==> config.mk <==
export PLATFORM = sky130hd
export DESIGN_NAME = sprite_tables
export DESIGN_NICKNAME = d
export VERILOG_FILES = /design/src/source/spr_geom_pkg.sv /design/src/source/spr_mem_pkg.sv /design/src/source/sprite_tables.sv
export SDC_FILE = /design/constraint.sdc
export NUM_CORES = 2
export LEC_CHECK = 0
export ABC_AREA = 0
export BUFFER_PORTS_ARGS = -buffer_cell sky130_fd_sc_hd__buf_2
export CAP_MARGIN = 5
export CORE_MARGIN = 8
export CORE_UTILIZATION = 41
export CTS_CLUSTER_SIZE = 12
export DETAILED_ROUTE_END_ITERATION = 8
export PLACE_DENSITY = 0.52
export SETUP_SLACK_MARGIN = 0.1
export SYNTH_ARGS = -nofsm -noshare
export SYNTH_HDL_FRONTEND = slang
export SYNTH_SLANG_ARGS = --single-unit
==> constraint.sdc <==
create_clock -name clk -period 6.8 [get_ports clk]
set_input_delay 0.34 -clock clk [delete_from_list [all_inputs] [get_ports clk]]
set_output_delay 0.34 -clock clk [all_outputs]
set_load 0.03 [all_outputs]
==> src/source/spr_geom_pkg.sv <==
package spr_geom_pkg;

	// --------------------
	// raster geometry
	// --------------------
	localparam int h_pixels = 360;     // visible pixels per line
	localparam int v_lines = 288;      // visible lines per frame
	localparam int sprite_count = 32;  // descriptors walked per line

	typedef logic [4:0] spr_idx_t;     // sprite number
	typedef logic [8:0] spr_coord_t;   // x or y, 0..511

	// --------------------
	// sprite descriptor
	// --------------------
	// 64 bit word, msb first
	// [63:57] ysize  [56:48] ypos  [47:41] xsize  [40:32] xpos
	// [28:8] base  [7] active  [5:0] pal_bank
	typedef struct packed {
		logic [6:0]  ysize;     // height in lines
		spr_coord_t  ypos;      // first line
		logic [6:0]  xsize;     // width in words, four pixels each
		spr_coord_t  xpos;      // leftmost pixel
		logic [2:0]  spare_hi;
		logic [20:0] base;      // word address of row 0
		logic        active;
		logic        spare_lo;  // was the colour mode bit
		logic [5:0]  pal_bank;  // upper palette index bits
	} spr_desc_t;

	// --------------------
	// host table write
	// --------------------
	localparam logic [1:0] tbl_sel_desc = 2'd1;  // index picks a descriptor
	localparam logic [1:0] tbl_sel_pal = 2'd2;   // index picks a palette entry

	typedef struct packed {
		logic [1:0]  sel;
		logic [5:0]  index;
		logic [63:0] data;  // descriptor word or color in the low bits
	} tbl_wr_t;

endpackage

==> src/source/spr_mem_pkg.sv <==
package spr_mem_pkg;

	// --------------------
	// external word memory
	// --------------------
	typedef logic [20:0] mem_addr_t;  // 2M words of 16 bits
	typedef logic [15:0] mem_word_t;  // leftmost pixel in [15:12]
	typedef logic [13:0] row_offs_t;  // 128 words x 128 lines max

	localparam int nib_per_word = 4;  // pixels per memory word

	// palette
	localparam int color_w = 6;
	localparam int pal_entries = 64;
	localparam int pal_idx_w = 10;    // pal_bank then nibble

	// pixel as stored in the line buffer
	typedef struct packed {
		logic               opaque;
		logic [color_w-1:0] color;
	} spr_pix_t;

	localparam spr_pix_t pix_blank = '0;  // transparent, black

	// line buffer readout
	localparam int lbuf_depth = spr_geom_pkg::h_pixels;
	localparam int pix_period = 4;       // clocks per output pixel
	localparam int pix_cnt_w = $clog2(pix_period);

endpackage

==> src/source/sprite_tables.sv <==
`timescale 1ns/1ns

module sprite_tables
	import spr_geom_pkg::*, spr_mem_pkg::*;
(
	input  logic                 clk,
	input  logic                 arst_n,
	// host side
	input  logic                 tbl_we,
	input  tbl_wr_t              tbl_wr,
	// descriptor read
	input  spr_idx_t             desc_idx,
	output spr_desc_t            desc,
	// palette read
	input  logic [pal_idx_w-1:0] pal_idx,
	output logic [color_w-1:0]   pal_color,
	// row offsets, engine side
	input  logic                 offs_we,
	input  spr_idx_t             offs_idx,
	input  row_offs_t            offs_wd,
	output row_offs_t            offs_rd
);

	localparam int pal_aw = $clog2(pal_entries);

	spr_desc_t          desc_ram [sprite_count];
	logic [color_w-1:0] pal_ram  [pal_entries];
	row_offs_t          offs_ram [sprite_count];
	logic [sprite_count-1:0] desc_act;  // active bits kept apart so reset disables all sprites

	logic     desc_wr, pal_wr;
	spr_idx_t wr_sprite;

	assign desc_wr = tbl_we && (tbl_wr.sel == tbl_sel_desc);
	assign pal_wr = tbl_we && (tbl_wr.sel == tbl_sel_pal);
	assign wr_sprite = tbl_wr.index[4:0];  // 32 descriptors, index[5] ignored

	// --------------------
	// host written storage
	// --------------------
	always_ff @(posedge clk)
	begin
		if (desc_wr)
			desc_ram[wr_sprite] <= spr_desc_t'(tbl_wr.data);
		if (pal_wr)
			pal_ram[tbl_wr.index] <= tbl_wr.data[color_w-1:0];
	end

	// sprite enables and row counters
	always_ff @(posedge clk or negedge arst_n)
	begin
		if (!arst_n)
		begin
			desc_act <= '0;  // nothing fetched until the host sets a sprite up
			for (int i = 0; i < sprite_count; i++)
				offs_ram[i] <= '0;
		end
		else
		begin
			if (desc_wr)
				desc_act[wr_sprite] <= tbl_wr.data[7];  // active bit of the word
			if (offs_we)
				offs_ram[offs_idx] <= offs_wd;  // engine stores the new row offset
		end
	end

	// --------------------
	// combinational reads
	// --------------------
	always_comb
	begin
		desc = desc_ram[desc_idx];
		desc.active = desc_act[desc_idx];
	end

	// banks wrap every four, only pal_bank[1:0] reaches the 64 entries
	assign pal_color = pal_ram[pal_idx[pal_aw-1:0]];
	assign offs_rd = offs_ram[offs_idx];

endmodule

Yosys cells after proc, flatten, opt, wreduce, memory -nomap -nowiden --
Memory sizes are Yosys's and may differ from the RTL's. Index checks and enable logic that the tools add are counted.
Storage, ports and cells: output and inout bits 84, memories kept 2, logic and storage cells 62, input port bits 110, bits in writable memories 2432, register bits after elaboration 480
Memories:
- desc_ram | depth 32, bits a word 64, rd ports 1, clocked after memory_dff 0, wr ports 1, RTL line sprite_tables.sv:26 | spr_desc_t desc_ram [sprite_count];
- pal_ram | depth 64, bits a word 6, rd ports 1, clocked after memory_dff 0, wr ports 1, RTL line sprite_tables.sv:27 | logic [color_w-1:0] pal_ram [pal_entries];
Operators by class: bitwise gates (word level) 1, equal/unequal tests 2, reduce and logical (&&, ||, !) cells 4, $lt $le $gt $ge 5, multiplexer cells 15
Operator list (count):
- bitwise mux 448 bit | 1
- binary-select mux 14 bit (select 5 bit) | 1
- demux 14 bit (select 5 bit) | 1
- 2-to-1 mux 14 bit | 3
- bitwise mux 32 bit | 1
- < comparator 5 x 6 -> 1 bit (second input constant) | 2
- >= comparator 6 bit (second input constant) | 1
- < comparator 6 x 1 -> 1 bit (second input constant) | 1
- 2-to-1 mux 1 bit | 6
- inverter 5 -> 6 bit | 1
- binary-select mux 1 bit (select 5 bit) | 1
- demux 1 bit (select 5 bit) | 1
- >= comparator 5 x 1 -> 1 bit (second input constant) | 1
- logical AND 1 bit | 4
- == test 2 x 1 -> 1 bit (second input constant) | 1
- == test 2 bit (second input constant) | 1

Logic depth before layout (Yosys ltp) --
word-level depth 6, gate-level depth with buffers 8, depth with buffers taken out 5

Worst setup path before layout --
No wires, ideal clock.
path kind input to register, start point input tbl_wr[67] (netlist bit), end point register desc_act[12], path slack 2546 ps, stages 5, data required time 6672 ps, setup time 128 ps, arrival time 4127 ps, cell sequence clkbuf_1 > nor2b_1 > nand2_1 > nor2_1 > mux2_2
Between the ends: longest elaborated chain between the ends 5, elaborated cells on any way between the ends 6
RTL lines:
- from (decl) | RTL line sprite_tables.sv:10 | input tbl_wr_t tbl_wr,
- < comparator 5 x 6 -> 1 bit (implied by the code) / >= comparator 5 x 1 -> 1 bit (equally long branches) | RTL line sprite_tables.sv:61 | desc_act[wr_sprite] <= tbl_wr.data[7];
- logical AND 1 bit (implied by the code) | RTL line sprite_tables.sv:61
- 2-to-1 mux 1 bit (implied by the code) | RTL line sprite_tables.sv:61
- demux 1 bit (select 5 bit) * | RTL line sprite_tables.sv:61
- bitwise mux 32 bit * | RTL line sprite_tables.sv:61
- to (signal, indexed assignment) | RTL line sprite_tables.sv:61
- to (decl) | RTL line sprite_tables.sv:29 | logic [sprite_count-1:0] desc_act;
Every way passes the cells marked *; elsewhere a longest branch is shown, timed or not. A chain may end at the register's enable or synchronous reset.

Final worst setup path --
start point input pal_idx[1], end point output pal_color[1]
Between the ends: longest elaborated chain between the ends 1
RTL lines:
- from (decl) | RTL line sprite_tables.sv:15 | input logic [pal_idx_w-1:0] pal_idx,
- memory read (64 x 6 bit)
- to (decl) | RTL line sprite_tables.sv:16 | output logic [color_w-1:0] pal_color,
Every way passes these cells.

==> flow_summary_export.csv <==
group,metric,value,unit
floorplan,pin_count,194,
worst_setup_path,cp-end-kind,"primary output",
place,place.gp.congestion,0.7228,
synthesis,ys_seq_area_share,74.56,%
timing,fin_crit,3677,ps
floorplan,rows,192,
synthesis,synth-seq-cells,2880,
clocking,cts_setup_buffers,0,
final_layout,drive_gt1_share,38.46,%
synthesis,yosys.area.top_type,"edfxtp_1",
synthesis,ys_types,43,
synthesis,synthFlopType,"edfxtp_1",
clocking,cts_buffers,313,
floorplan,coreArea,273600,sq um
clocking,cts-resized-gates,0,
worst_setup_path,cp.arrival,3340,ps
grt,grt_pass1_wl,409.1,mm
synthesis,synthesis.area,112800,sq um
timing,fin_crit_sh,54.08,%
synthesis,synth-async-reset-ratio,16.67,%
synthesis,synth.most_common_cell,"edfxtp_1",
clocking,h-tree-depth,5,
worst_setup_path,cp_max_fo,40,
synthesis,syn_avg_cell_area,22.76,sq um
final_layout,num-nets-final,5445,
power_and_ir_drop,p_int,0.03013,W
final_layout,fin_util,47.05,%
run_status,status,"finished clean",
clocking,cts_max_path_buffers,4,
floorplan,die_h,540.5,microns
clocking,cts_root_buffer,"clkbuf_16",
routing,routedWlPerCell,31.13,microns
power_and_ir_drop,pwr-share-clk,41.4,%
power_and_ir_drop,power.share.switching,22.00,%
power_and_ir_drop,p_comb_share,6.9,%
place,place.port_buffers,189,
synthesis,synth-edff-count,2400,
final_layout,syn2layout_area_growth,14.15,%
synthesis,ys_warn_count,0,
place,dp_hpwl,141.2,mm
timing,slew_violations,0,
routing,ant_nets,0,
timing,finalClockSkew,0,ps
routing,initialDrtViolationCount,4927,
synthesis,syn_inst,4954,
grt,antenna_found_initial,19,
grt,grt_pass1_vias,55080,
clocking,clock-sinks,2880,
synthesis,syn-num-nets,5064,
power_and_ir_drop,ir_drop,194.5,uV
worst_setup_path,startpoint_type,"input port",
grt,grt_start_max_net_pins,133,
grt,grt_overflow,0,
synthesis,synth_area_leaders,"edfxtp_1 (64%), mux4_2 (17%), dfrtp_1 (11%)",
timing,rsz0062_at_grt,"no",
synthesis,synth_common_cells,"edfxtp_1 (2400), mux4_2 (843), mux2_2 (551)",
power_and_ir_drop,p_seq_share,51.7,%
floorplan,dieWidth,540.5,microns
timing,worstMarginPinSlew,1141,ps
clocking,worstSkewPairLatency,860,ps
routing,drc,0,
routing,viasPerCell,5.735,
timing,hold_violations,0,
flow_run,cap_violations,0,
power_and_ir_drop,p_leak,42.69,nW
timing,max_freq,0.2719,GHz
timing,max-slew-margin-rel,23.77,%
power_and_ir_drop,power.density,300.1,nW/um^2
worst_setup_path,critical_path_required,6460,ps
floorplan,die-area,292100,sq um
floorplan,start_util,41.21,%
timing,setup_viol,0,
routing,vias,52540,
routing,routed_wl,285.1,mm
routing,dr.pass1.iters,5,
timing,finalSetupTns,0,ps
grt,grt_use_total,19.18,%
worst_setup_path,criticalPathCategory,"input port to primary output",
power_and_ir_drop,p_sw,0.008497,W
synthesis,synth_top_area_share,63.91,%
worst_hold_path,hold_class,"input port to flip-flop",
clocking,cts_tree,"done",
clocking,clkTransAtPathRegs,60,ps
## cells in the final DEF, fill, tap and decap left out, types with 5 or more instances in the layout
master | netlist | routed
edfxtp_1 | 2400 | 2400
mux4_2 | 843 | 843
mux2_2 | 551 | 551
dfrtp_1 | 480 | 480
clkbuf_16 | 0 | 319
buf_2 | 72 | 179
nor2_1 | 137 | 105
clkbuf_1 | 170 | 100
buf_4 | 22 | 92
dlygate4sd3_1 | 0 | 58
a22oi_1 | 57 | 57
clkinv_1 | 0 | 55
buf_12 | 0 | 37
nand2_1 | 32 | 32
nor2_4 | 0 | 32
clkinv_2 | 0 | 31
mux2i_1 | 24 | 24
nand4_1 | 14 | 14
nand3_1 | 14 | 14
clkbuf_8 | 0 | 13
nor2b_1 | 11 | 11
a211oi_1 | 10 | 10
bufinv_16 | 0 | 9
inv_6 | 0 | 8
a21oi_1 | 7 | 7
nand3b_1 | 6 | 6
o22ai_1 | 6 | 6
clkinv_8 | 0 | 6
a2111oi_0 | 5 | 5
nand2b_1 | 5 | 5
o22a_1 | 5 | 5
clkinv_16 | 0 | 5
## worst max-delay path: stages
cell	delay, ps
buf_4	570
buf_4	530
mux4_2	320
mux2i_1	70
a211oi_1	450
a21oi_1	150
o41ai_1	540
buf_2	320
## cell families after synthesis
group	after synthesis	synth area share, %
AOI/OAI and AO/OA	110	0.7356
buffers and inverters	308	1.198
DFF	2880	74.56
muxes	1418	22.55
and+or+nand+nor	238	0.9575
## routing by layer
| metal | vias to the layer above | part of all wire (%) | GRT usage [%] |
|---|---|---|---|
| met4 | 16 | 2.6 | 5.108 |
| met2 | 1353 | 50 | 32.46 |
| met1 | 29140 | 42 | 26.18 |
| met3 | 453 | 5.1 | 2.892 |
| met5 | - | 0.033 | 0 |
| li1 | 21580 | - | - |
## power groups by stage
stage | Clock (W) | Sequential [W] | Combinational, W
after detailed placement | 0 | 0.0203 | 0.00267
after global routing | 0.0170 | 0.0201 | 0.00285
final | 0.0160 | 0.0200 | 0.00265
after CTS | 0.0164 | 0.0200 | 0.00272
after global placement | 0 | 0.0203 | 0.00263
after floorplan | 0 | 0.0203 | 0.00180
## metrics by stage
step	worst slack (ps)	power, W	hold slack (ps)	cell area, sq um	cells
6_report	3123	0.03863	96.30	128700	9161
5_1_grt	2908	0.03990	92.42	128700	9159
4_1_cts	3062	0.03907	12.80	128700	9158
3_5_place_dp	3064	0.02302	486.5	118600	8551
3_3_place_gp	3030	0.02293	481.8	118600	8551
2_1_floorplan	2546	0.02205	44.41	112800	4954
## state kept, by name (all words and copies together), names as in the netlist
| name | cells |
|---|---|
| pal_ram | 384 |
| desc_ram | 2016 |
| desc_act | 32 |
| offs_ram | 448 |
## final timing paths
check                                     startpoint                         to  slack, ps  cells after the start
max                                       pal_idx[1]               pal_color[1]       3120                      8
min                                       offs_wd[7]  offs_ram[161]$_DFFE_PN0P_        100                      2
max reg2reg                offs_ram[417]$_DFFE_PN0P_  offs_ram[417]$_DFFE_PN0P_       6030                      1
min reg2reg                 desc_act[26]$_DFFE_PN0P_   desc_act[26]$_DFFE_PN0P_        500                      1
max in group asynchronous                     arst_n   desc_act[21]$_DFFE_PN0P_       5160                      3
min in group asynchronous                     arst_n  offs_ram[283]$_DFFE_PN0P_        130                      2
## layout make-up
cell class / instances / area (sq um)
multi-input cells: 1766 / 27600
flip-flops and latches: 2880 / 84080
diodes: 3 / 7.507
inverters: 1 / 3.754
well taps: 3589 / 4491
clock buffers: 430 / 8509
repair buffers: 373 / 3007
clock inverters: 119 / 1025
fillers: 22520 / 144900
## what timing repair did
action | CTS | global route
endpoints found under the hold margin | 1934 | 0
endpoints found under the setup margin | 0 | 0
hold buffers | 58 | 0
No activity file was read; power rests on OpenSTA's default activity.
