<file path="config.mk">
export PLATFORM = sky130hd
export DESIGN_NAME = sprite_engine
export DESIGN_NICKNAME = d
export VERILOG_FILES = /design/src/source/spr_geom_pkg.sv /design/src/source/spr_mem_pkg.sv /design/src/source/sprite_engine.sv
export SDC_FILE = /design/constraint.sdc
export NUM_CORES = 1
export LEC_CHECK = 0
export BUFFER_PORTS_ARGS = -buffer_cell sky130_fd_sc_hd__buf_2
export CORE_MARGIN = 2
export CORE_UTILIZATION = 55
export CTS_BUF_LIST = sky130_fd_sc_hd__clkbuf_8
export CTS_CLUSTER_DIAMETER = 200
export DETAILED_ROUTE_END_ITERATION = 8
export MAX_ROUTING_LAYER = met4
export PLACE_DENSITY = 0.94
export SLEW_MARGIN = 30
export SYNTH_ARGS = -nofsm -noshare
export SYNTH_HDL_FRONTEND = slang
export SYNTH_SLANG_ARGS = --single-unit
</file>
<file path="constraint.sdc">
create_clock -name clk -period 4.6 [get_ports clk]
set_clock_uncertainty 0.1 [all_clocks]
set_input_delay 0.69 -clock clk [delete_from_list [all_inputs] [get_ports clk]]
set_output_delay 0.69 -clock clk [all_outputs]
set_load 0.02 [all_outputs]
</file>
<file path="src/source/spr_geom_pkg.sv">
package spr_geom_pkg;

	// --------------------
	// raster geometry
	// --------------------
	localparam int h_pixels = 360;     // visible pixels per line
	localparam int v_lines = 288;      // visible lines per frame
	localparam int sprite_count = 32;  // descriptors walked per line

	typedef logic [4:0] spr_idx_t;     // sprite number
	typedef logic [8:0] spr_coord_t;   // x or y, 0..511

	// --------------------
	// sprite descriptor
	// --------------------
	// 64 bit word, msb first
	// [63:57] ysize  [56:48] ypos  [47:41] xsize  [40:32] xpos
	// [28:8] base  [7] active  [5:0] pal_bank
	typedef struct packed {
		logic [6:0]  ysize;     // height in lines
		spr_coord_t  ypos;      // first line
		logic [6:0]  xsize;     // width in words, four pixels each
		spr_coord_t  xpos;      // leftmost pixel
		logic [2:0]  spare_hi;
		logic [20:0] base;      // word address of row 0
		logic        active;
		logic        spare_lo;  // was the colour mode bit
		logic [5:0]  pal_bank;  // upper palette index bits
	} spr_desc_t;

	// --------------------
	// host table write
	// --------------------
	localparam logic [1:0] tbl_sel_desc = 2'd1;  // index picks a descriptor
	localparam logic [1:0] tbl_sel_pal = 2'd2;   // index picks a palette entry

	typedef struct packed {
		logic [1:0]  sel;
		logic [5:0]  index;
		logic [63:0] data;  // descriptor word or color in the low bits
	} tbl_wr_t;

endpackage

</file>
<file path="src/source/spr_mem_pkg.sv">
package spr_mem_pkg;

	// --------------------
	// external word memory
	// --------------------
	typedef logic [20:0] mem_addr_t;  // 2M words of 16 bits
	typedef logic [15:0] mem_word_t;  // leftmost pixel in [15:12]
	typedef logic [13:0] row_offs_t;  // 128 words x 128 lines max

	localparam int nib_per_word = 4;  // pixels per memory word

	// palette
	localparam int color_w = 6;
	localparam int pal_entries = 64;
	localparam int pal_idx_w = 10;    // pal_bank then nibble

	// pixel as stored in the line buffer
	typedef struct packed {
		logic               opaque;
		logic [color_w-1:0] color;
	} spr_pix_t;

	localparam spr_pix_t pix_blank = '0;  // transparent, black

	// line buffer readout
	localparam int lbuf_depth = spr_geom_pkg::h_pixels;
	localparam int pix_period = 4;       // clocks per output pixel
	localparam int pix_cnt_w = $clog2(pix_period);

endpackage

</file>
<file path="src/source/sprite_engine.sv">
`timescale 1ns/1ns

module sprite_engine
	import spr_geom_pkg::*, spr_mem_pkg::*;
(
	input  logic                 clk,
	input  logic                 arst_n,
	input  logic                 line_start,
	input  logic                 frame_start,
	output logic                 busy,
	// tables
	output spr_idx_t             desc_idx,
	input  spr_desc_t            desc,
	output logic [pal_idx_w-1:0] pal_idx,
	input  logic [color_w-1:0]   pal_color,
	output logic                 offs_we,
	output spr_idx_t             offs_idx,
	output row_offs_t            offs_wd,
	input  row_offs_t            offs_rd,
	// memory port, four phase
	output logic                 mem_req,
	output mem_addr_t            mem_addr,
	input  logic                 mem_ack,
	input  mem_word_t            mem_data,
	// line buffer write
	output logic                 buf_we,
	output spr_coord_t           buf_x,
	output spr_pix_t             buf_pix
);

	typedef enum logic [2:0] {
		st_idle,   // line done, wait for line_start
		st_desc,   // test sprite sp_num against line_y
		st_req,    // word handshake
		st_pix,    // four pixel cycles
		st_next,   // offset write, step sprite
		st_drain   // line aborted with a request open
	} eng_st_t;

	eng_st_t    state;
	spr_idx_t   sp_num;        // sprite being processed
	spr_coord_t line_y;        // line being rendered
	row_offs_t  offs;          // running word offset of the sprite
	logic [6:0] wcnt;          // words left in the row
	logic [9:0] x_cur;         // bit 9 marks a run past 511
	logic [$clog2(nib_per_word)-1:0] nib_cnt;
	mem_word_t  word_sr;       // fetched word, current pixel on top

	logic       hit, first_line, last_nib;
	logic       req_go, data_go, pix_go;
	logic [9:0] y_end;

	// --------------------
	// sprite selection
	// --------------------
	assign y_end = {1'b0, desc.ypos} + {3'b0, desc.ysize};
	assign hit = desc.active && (line_y >= desc.ypos) && ({1'b0, line_y} < y_end)
		&& (line_y < v_lines);
	assign first_line = (line_y == desc.ypos);  // row offset restarts here

	assign last_nib = (nib_cnt == ($clog2(nib_per_word))'(nib_per_word - 1));

	// one new request only after the previous ack is gone
	assign req_go = (state == st_req) && !mem_req && !mem_ack && !line_start;
	assign data_go = (state == st_req) && mem_req && mem_ack && !line_start;
	assign pix_go = (state == st_pix) && !line_start;

	assign busy = (state != st_idle);
	assign desc_idx = sp_num;
	assign offs_idx = sp_num;
	assign offs_wd = offs;   // valid while offs_we is high
	assign pal_idx = {desc.pal_bank, word_sr[15:12]};

	// --------------------
	// control
	// --------------------
	always_ff @(posedge clk or negedge arst_n)
	begin
		if (!arst_n)
		begin
			state <= st_idle;
			sp_num <= '0;
			line_y <= '0;
			offs <= '0;
			wcnt <= '0;
			x_cur <= '0;
			nib_cnt <= '0;
			mem_req <= 1'b0;
			buf_we <= 1'b0;
			offs_we <= 1'b0;
		end
		else
		begin
			buf_we <= pix_go && !x_cur[9];  // x past 511 never reaches the buffer
			offs_we <= 1'b0;                 // one cycle strobe
			if (line_start)
			begin
				// new line, also aborts a running one; stored offsets stay
				if (frame_start)
					line_y <= '0;
				else if (line_y < v_lines)
					line_y <= line_y + 1'b1;  // holds in blanking
				sp_num <= '0;
				state <= mem_req ? st_drain : st_desc;
			end
			else
			begin
				case (state)
					st_desc:
					begin
						if (hit)
						begin
							offs <= first_line ? '0 : offs_rd;
							wcnt <= desc.xsize;
							x_cur <= {1'b0, desc.xpos};
							if (desc.xsize == 7'd0)
							begin
								offs_we <= 1'b1;  // empty row, offset unchanged
								state <= st_next;
							end
							else
								state <= st_req;
						end
						else
							state <= st_next;
					end
					st_req:
					begin
						if (req_go)
							mem_req <= 1'b1;
						else if (data_go)
						begin
							mem_req <= 1'b0;  // data taken, release
							nib_cnt <= '0;
							state <= st_pix;
						end
					end
					st_pix:
					begin
						x_cur <= x_cur + 10'd1;
						nib_cnt <= nib_cnt + 1'b1;
						if (last_nib)
						begin
							offs <= offs + 1'b1;
							wcnt <= wcnt - 7'd1;
							if (wcnt == 7'd1)
							begin
								offs_we <= 1'b1;  // row done, save offset
								state <= st_next;
							end
							else
								state <= st_req;
						end
					end
					st_next:
					begin
						if (sp_num == spr_idx_t'(sprite_count - 1))
							state <= st_idle;
						else
						begin
							sp_num <= sp_num + 1'b1;
							state <= st_desc;
						end
					end
					st_drain:
					begin
						if (mem_ack)
						begin
							mem_req <= 1'b0;  // close the old handshake, data dropped
							state <= st_desc;
						end
					end
					default: ;  // st_idle
				endcase
			end
		end
	end

	// --------------------
	// datapath
	// --------------------
	always_ff @(posedge clk)
	begin
		if (req_go)
			mem_addr <= desc.base + mem_addr_t'(offs);  // held until ack
		if (data_go)
			word_sr <= mem_data;
		else if (pix_go)
			word_sr <= {word_sr[11:0], 4'h0};  // next pixel to the top
		if (pix_go)
		begin
			buf_x <= x_cur[8:0];
			buf_pix.opaque <= |word_sr[15:12];  // nibble 0 is transparent
			buf_pix.color <= pal_color;         // registered palette lookup
		end
	end

endmodule

</file>
Word level (Yosys, flattened, before mapping)
Cells that the tools add are included.
- add/sub/neg operators: 8
- reduce and logical (&&, ||, !) cells: 32
- magnitude comparators: 3
- bitwise gates (word level): 1
- mux-type cells: 40
- eq/ne operators: 20
- operators by type and width (cell ; number):
    $mux 14 ; 3
    $mux 16 ; 2
    $pmux 14 s2 ; 1
    $mux 3 ; 9
    $add 21x14->21 ; 1
    $pmux 10 s2 ; 1
    $mux 9 ; 2
    $mux 5 ; 3
    $ne 3x3->1 const B ; 5
    $pmux 3 s5 ; 1
    $add 14x1->14 const B ; 1
    $mux 7 ; 2
    $pmux 7 s2 ; 1
    $ne 2x2->1 const B ; 6
    $reduce_and 4->1 ; 3
    $reduce_bool 2->1 ; 6
    $logic_and 1x1->1 ; 11
    $add 10x1->10 const B ; 1
    $add 9x7->10 ; 1
    $lt 9x10->1 ; 1
    $mux 10 ; 1
    $add 9x1->9 const B ; 1
    $eq 9x9->1 ; 1
    $ge 9x9->1 ; 1
    other kinds (23) ; 39
- word-level logic and storage cells: 119
- output and inout port bits: 75
- bits in registers: 106
- input port bits: 105

Depth between registers and ports, before layout
- depth after elaboration: 8
- gate-level depth with buffers: 19
- mapped depth without buffers: 17

Least setup slack after synthesis
Ideal clock, no wire load.
- path kind: in2reg
- start: in line_start
- end: reg mem_addr[0], enable pin
- data required time: 4.039 ns
- path buffers: 1
- slack: 0.766 ns
- setup time: 0.461 ns
- stages: 3
- arrival time: 3.273 ns
- cells stage by stage: buf_2 nor2_1 nor4b_1
- longest elaborated chain between the ends: 2
- RTL lines (item ; line ; source):
    start: declaration ; sprite_engine.sv:8 ; input logic line_start,
    $logic_not 1->1 ; sprite_engine.sv:64 ; assign req_go = (state == st_req) && !mem_req && !mem_ack && !line_start;
    $logic_and 1x1->1 ; sprite_engine.sv:64 ;
    net req_go ; sprite_engine.sv:50 ; logic req_go, data_go, pix_go;
    end signal: assignment ; sprite_engine.sv:185 ; mem_addr <= desc.base + mem_addr_t'(offs);
    end: declaration ; sprite_engine.sv:22 ; output mem_addr_t mem_addr,
The timed path passes the listed nets, and every way through them passes these cells.
A chain may end at the register's enable or synchronous reset.

Final worst setup path
- start: in desc[48] (netlist name)
- end: reg x_cur[3]
- longest elaborated chain between the ends: 6
- elaborated cells on any way between the ends: 8
- those cells by class: add/sub: 1; order compare: 2; eq/ne: 1; reduce/logical: 4
- RTL lines (item ; line ; source):
    start: declaration ; sprite_engine.sv:13 ; input spr_desc_t desc,
    $add 9x7->10 or $ge 9x9->1 (tied branches) ; sprite_engine.sv:56, sprite_engine.sv:57 ;
    $lt 9x10->1 or $logic_and 1x1->1 (tied branches) ; sprite_engine.sv:57 ; assign hit = desc.active && (line_y >= desc.ypos) && ({1'b0, line_y} < y_end)
    $logic_and 1x1->1 (*) ; sprite_engine.sv:57 ;
    $logic_and 1x1->1 (*) ; sprite_engine.sv:58 ; && (line_y < v_lines);
    $ne 2x2->1 (no line) (*) ; n/a ;
    $reduce_and 3->1 (no line) (*) ; n/a ;
    end signal: assignment ; sprite_engine.sv:115 ; x_cur <= {1'b0, desc.xpos};
    end signal: assignment ; sprite_engine.sv:140 ; x_cur <= x_cur + 10'd1;
    end: declaration ; sprite_engine.sv:45 ; logic [9:0] x_cur;
Mark *: on every way between the ends. The rest lies on a longest branch, timed or not.

==> impl_metrics.toml <==
[power_and_ir_drop]
pwr_density_cell_mw_per_mm2 = 312
max-vdd-ir-drop_v = 0.000231
power_switching_mw = 0.782
clock_power_share = 0.262
power.share.switching = 0.330
pwr-share-seq = 0.510
power.internal_mw = 1.59
power_mw = 2.37
power.share.combinational = 0.229
leakagePower_nw = 3.46

[cts]
postCtsHoldBufs = 0
cts-root-buf = "clkbuf_8"
postCtsSetupBuffers = 0
maximum_buffer_depth_of_the_clock_tree = 2
h-tree-depth = 3
clk_transition_reported_paths_ns = 0.11
post_cts_resized = 0
cts_buffers = 9
worstSkewPairLatency_ns = 0.38
cts_tree = "yes"
clock_sink_count = 106

[critical_path]
critical_path.n_buffers_inverters = 2
cp_cell_sequence = "buf_2 -> ha_1 -> inv_1 -> fa_1 -> nor2b_1 -> o21ai_0 -> a21oi_1 -> o21ai_0 -> a21oi_1 -> o21ai_0 -> xnor2_1 -> ha_1 -> a21oi_1 -> o2111ai_1 -> nand3_1 -> a21oi_1 -> a2111oi_0 -> a221oi_1"
crit_path_end_kind = "register"
endpoint_required_time_on_the_critical_path_ns = 4.79
path_max_fanout = 8
cp_top_family = "compound AO/OA/AOI/OAI gates"
crit_arrival_ns = 4.13
start_kind = "primary input"
path_class = "primary input to register"
timing.critical_path.slowest_cell_delay_ns = 0.60
critical_path.slowest_cell = "a21oi_1"
cpMostUsedCell = "a21oi_1"

[logic_synthesis]
synth.net_count = 811
synth_area_leaders = "edfxtp_1 24%, dfrtp_1 20%, ha_1 8.9%"
synth_area_leader_cell = "edfxtp_1"
synth-edff-count = 53
syn_inst = 658
ys_warn_count = 0
synth_area_per_cell_um2 = 9.88
yosys.cell_types.count = 66
synth-async-reset-ratio = 0.500
yosysTopAreaCellShare = 0.245
synth-main-ff-cell = "edfxtp_1"
part_of_the_yosys_area_used_for_sequential_elements = 0.449
postSynthRegisterBits = 106
netlist_area_mm2 = 0.00650

[grt]
number_of_global_route_vias_before_repair = 5244
grt_antenna_before_repair = 1
globalRouteTotalUtil = 0.245
grt_start_max_net_pins = 54
first_pass_grt_wire_length_mm = 24.5
globalRouteOverflowTotal = 0

[run_status]
outcome = "finished, final reports clean"

[die]
starting_density_of_the_core = 0.567
row_count = 39
top_level_ports = 180
design.die.area_mm2 = 0.0127
die-height_um = 113
chipWidth_um = 113
core_area_mm2 = 0.0115

[run]
timing.max_cap.violations = 0

[drt]
drt-total-wl_mm = 15.0
post-route-drc-count = 0
drt_pass1_iterations = 5
vias = 5535
detail_route.vias_per_cell = 5.81
post_drt_wl_per_cell_um = 15.8
drt.antenna.violating_nets = 0
drt_iter0_markers = 450

[place]
io_buffer_count = 163
place.detailed.hpwl_mm = 11.2
place.detailed.instances = 936
place_area_mm2 = 0.00738
detailedPlace.worstSlack_ns = 0.283
gp_congestion = 0.835

[final_layout]
nets = 957
layout.cell_area.non_filler_mm2 = 0.00760
layout.cells.non_filler = 953
final_common_cell = "buf_2"
drive_above_1_share = 0.265
final_util = 0.663
most_frequent_cells_in_the_layout = "163 x buf_2, 56 x o21ai_0, 53 x edfxtp_1, 53 x dfrtp_1"
syn_to_final_growth_pct = 16.9

[timing]
hold_viol = 0
timing_worst_slew_pin_value_ns = 0.777
slew-limit-headroom = 0.482
rsz_0062_raised_after_global_routing = "false"
maxSlewViolCount = 0
finalCriticalPeriod_ns = 3.94
max_freq_ghz = 0.254
finalSetupViolCount = 0
finalSetupTns_ns = 0
fin_ws_ns = 0.662
final_min_period_over_clock_period = 0.856
whs_ns = 0.320

[worst_hold_path]
hold_path.class = "primary input to asynchronous set/reset pin"
-- synth_stat cells (all sizes together), types with 2 or more instances --
cell     instances
o2111ai          2
fa               2
nor3b            6
a211oi           9
a32oi            2
o21a             4
a22oi            3
xor2            15
buf             23
nand4            9
a31oi           12
a311o            2
clkbuf          12
or4              2
nor3            19
and3            11
nor2            50
o41ai            2
a21oi           51
edfxtp          53
inv             42
dfrtp           53
o22ai            3
o31ai            2
o21bai           5
o211ai           5
or3              5
a2111oi          2
nor2b            5
o21ai           59
o22a             3
nor4             2
and2             9
xnor2           13
nand3           15
ha              46
nand2b           7
a41oi            3
nand2           51
a221oi           3
a21o             7
mux2i            5
mux2            14
-- power by group through the flow --
stage / clock network [mW] / registers [mW] / logic, mW
floorplan: 0 / 1.21 / 0.377
global placement: 0 / 1.22 / 0.510
detailed placement: 0 / 1.22 / 0.538
CTS: 0.632 / 1.21 / 0.542
global route: 0.672 / 1.23 / 0.610
finish: 0.621 / 1.21 / 0.543
-- routing by layer --
| layer | routed length, µm | track usage |
|---|---|---|
| met1 | 6110 | 0.301 |
| met2 | 7560 | 0.409 |
| met3 | 1010 | 0.0418 |
| met4 | 350 | 0.0927 |
| met5 | 0 | - |
-- path summary, 6_finish.rpt --
kind / from / cells past startpoint / slack [ns] / endpoint
max in group asynchronous: arst_n / 2 / 3.61 / offs_wd[2]$_DFFE_PN0P_
min in group clk: pal_color[2] / 1 / 0.37 / buf_pix[2]$_DFFE_PP_
max reg2reg: offs_wd[0]$_DFFE_PN0P_ / 10 / 1.59 / mem_addr[20]$_DFFE_PP_
min: arst_n / 2 / 0.32 / desc_idx[2]$_DFFE_PN0P_
min reg2reg: x_cur[9]$_DFFE_PN0P_ / 1 / 0.39 / buf_we$_DFF_PN0_
max: desc[48] / 18 / 0.66 / x_cur[3]$_DFFE_PN0P_
-- registers in the layout, indices dropped and copies added (netlist names) --
name and cells:
mem_req 1, x_cur 10, word_sr 16, mem_addr 21
state 3, offs_we 1, buf_x 9, nib_cnt 2
line_y 9, buf_pix 7, desc_idx 5, wcnt 7
offs_wd 14, buf_we 1
-- final cells by class --
cell class,instances,area (µm²)
antenna,1,2.50
clock buffer,9,124
clock inverter,7,93.8
fill,893,3870
inverter,42,158
multi-input combinational,475,3240
sequential,106,2920
tap,143,179
timing repair buffer,170,881
-- logic make-up (layout without fill, tap and decap cells) --
group                      after synthesis  after routing  share of synthesized area
xor gates and xnor gates                28             28                     0.0377
muxes                                   19             19                     0.0320
adders and majority gates               48             48                     0.0947
buffers and inverters                   77            228                     0.0551
AOI/OAI and AO/OA                      186            186                      0.183
and+or+nand+nor                        194            194                      0.148
other                                    0              1                          0
DFF                                    106            106                      0.449
-- worst register-to-register path: stages, from the launching register on --
cell and delay (ns):
dfrtp_1 0.46, ha_1 0.23, inv_1 0.07, fa_1 0.26, nor2b_4 0.06, o31a_4 0.30
a221oi_4 0.41, a211oi_2 0.15, o31ai_2 0.40, a21oi_1 0.16, xor2_1 0.16
No activity file was read; power rests on OpenSTA's default activity.
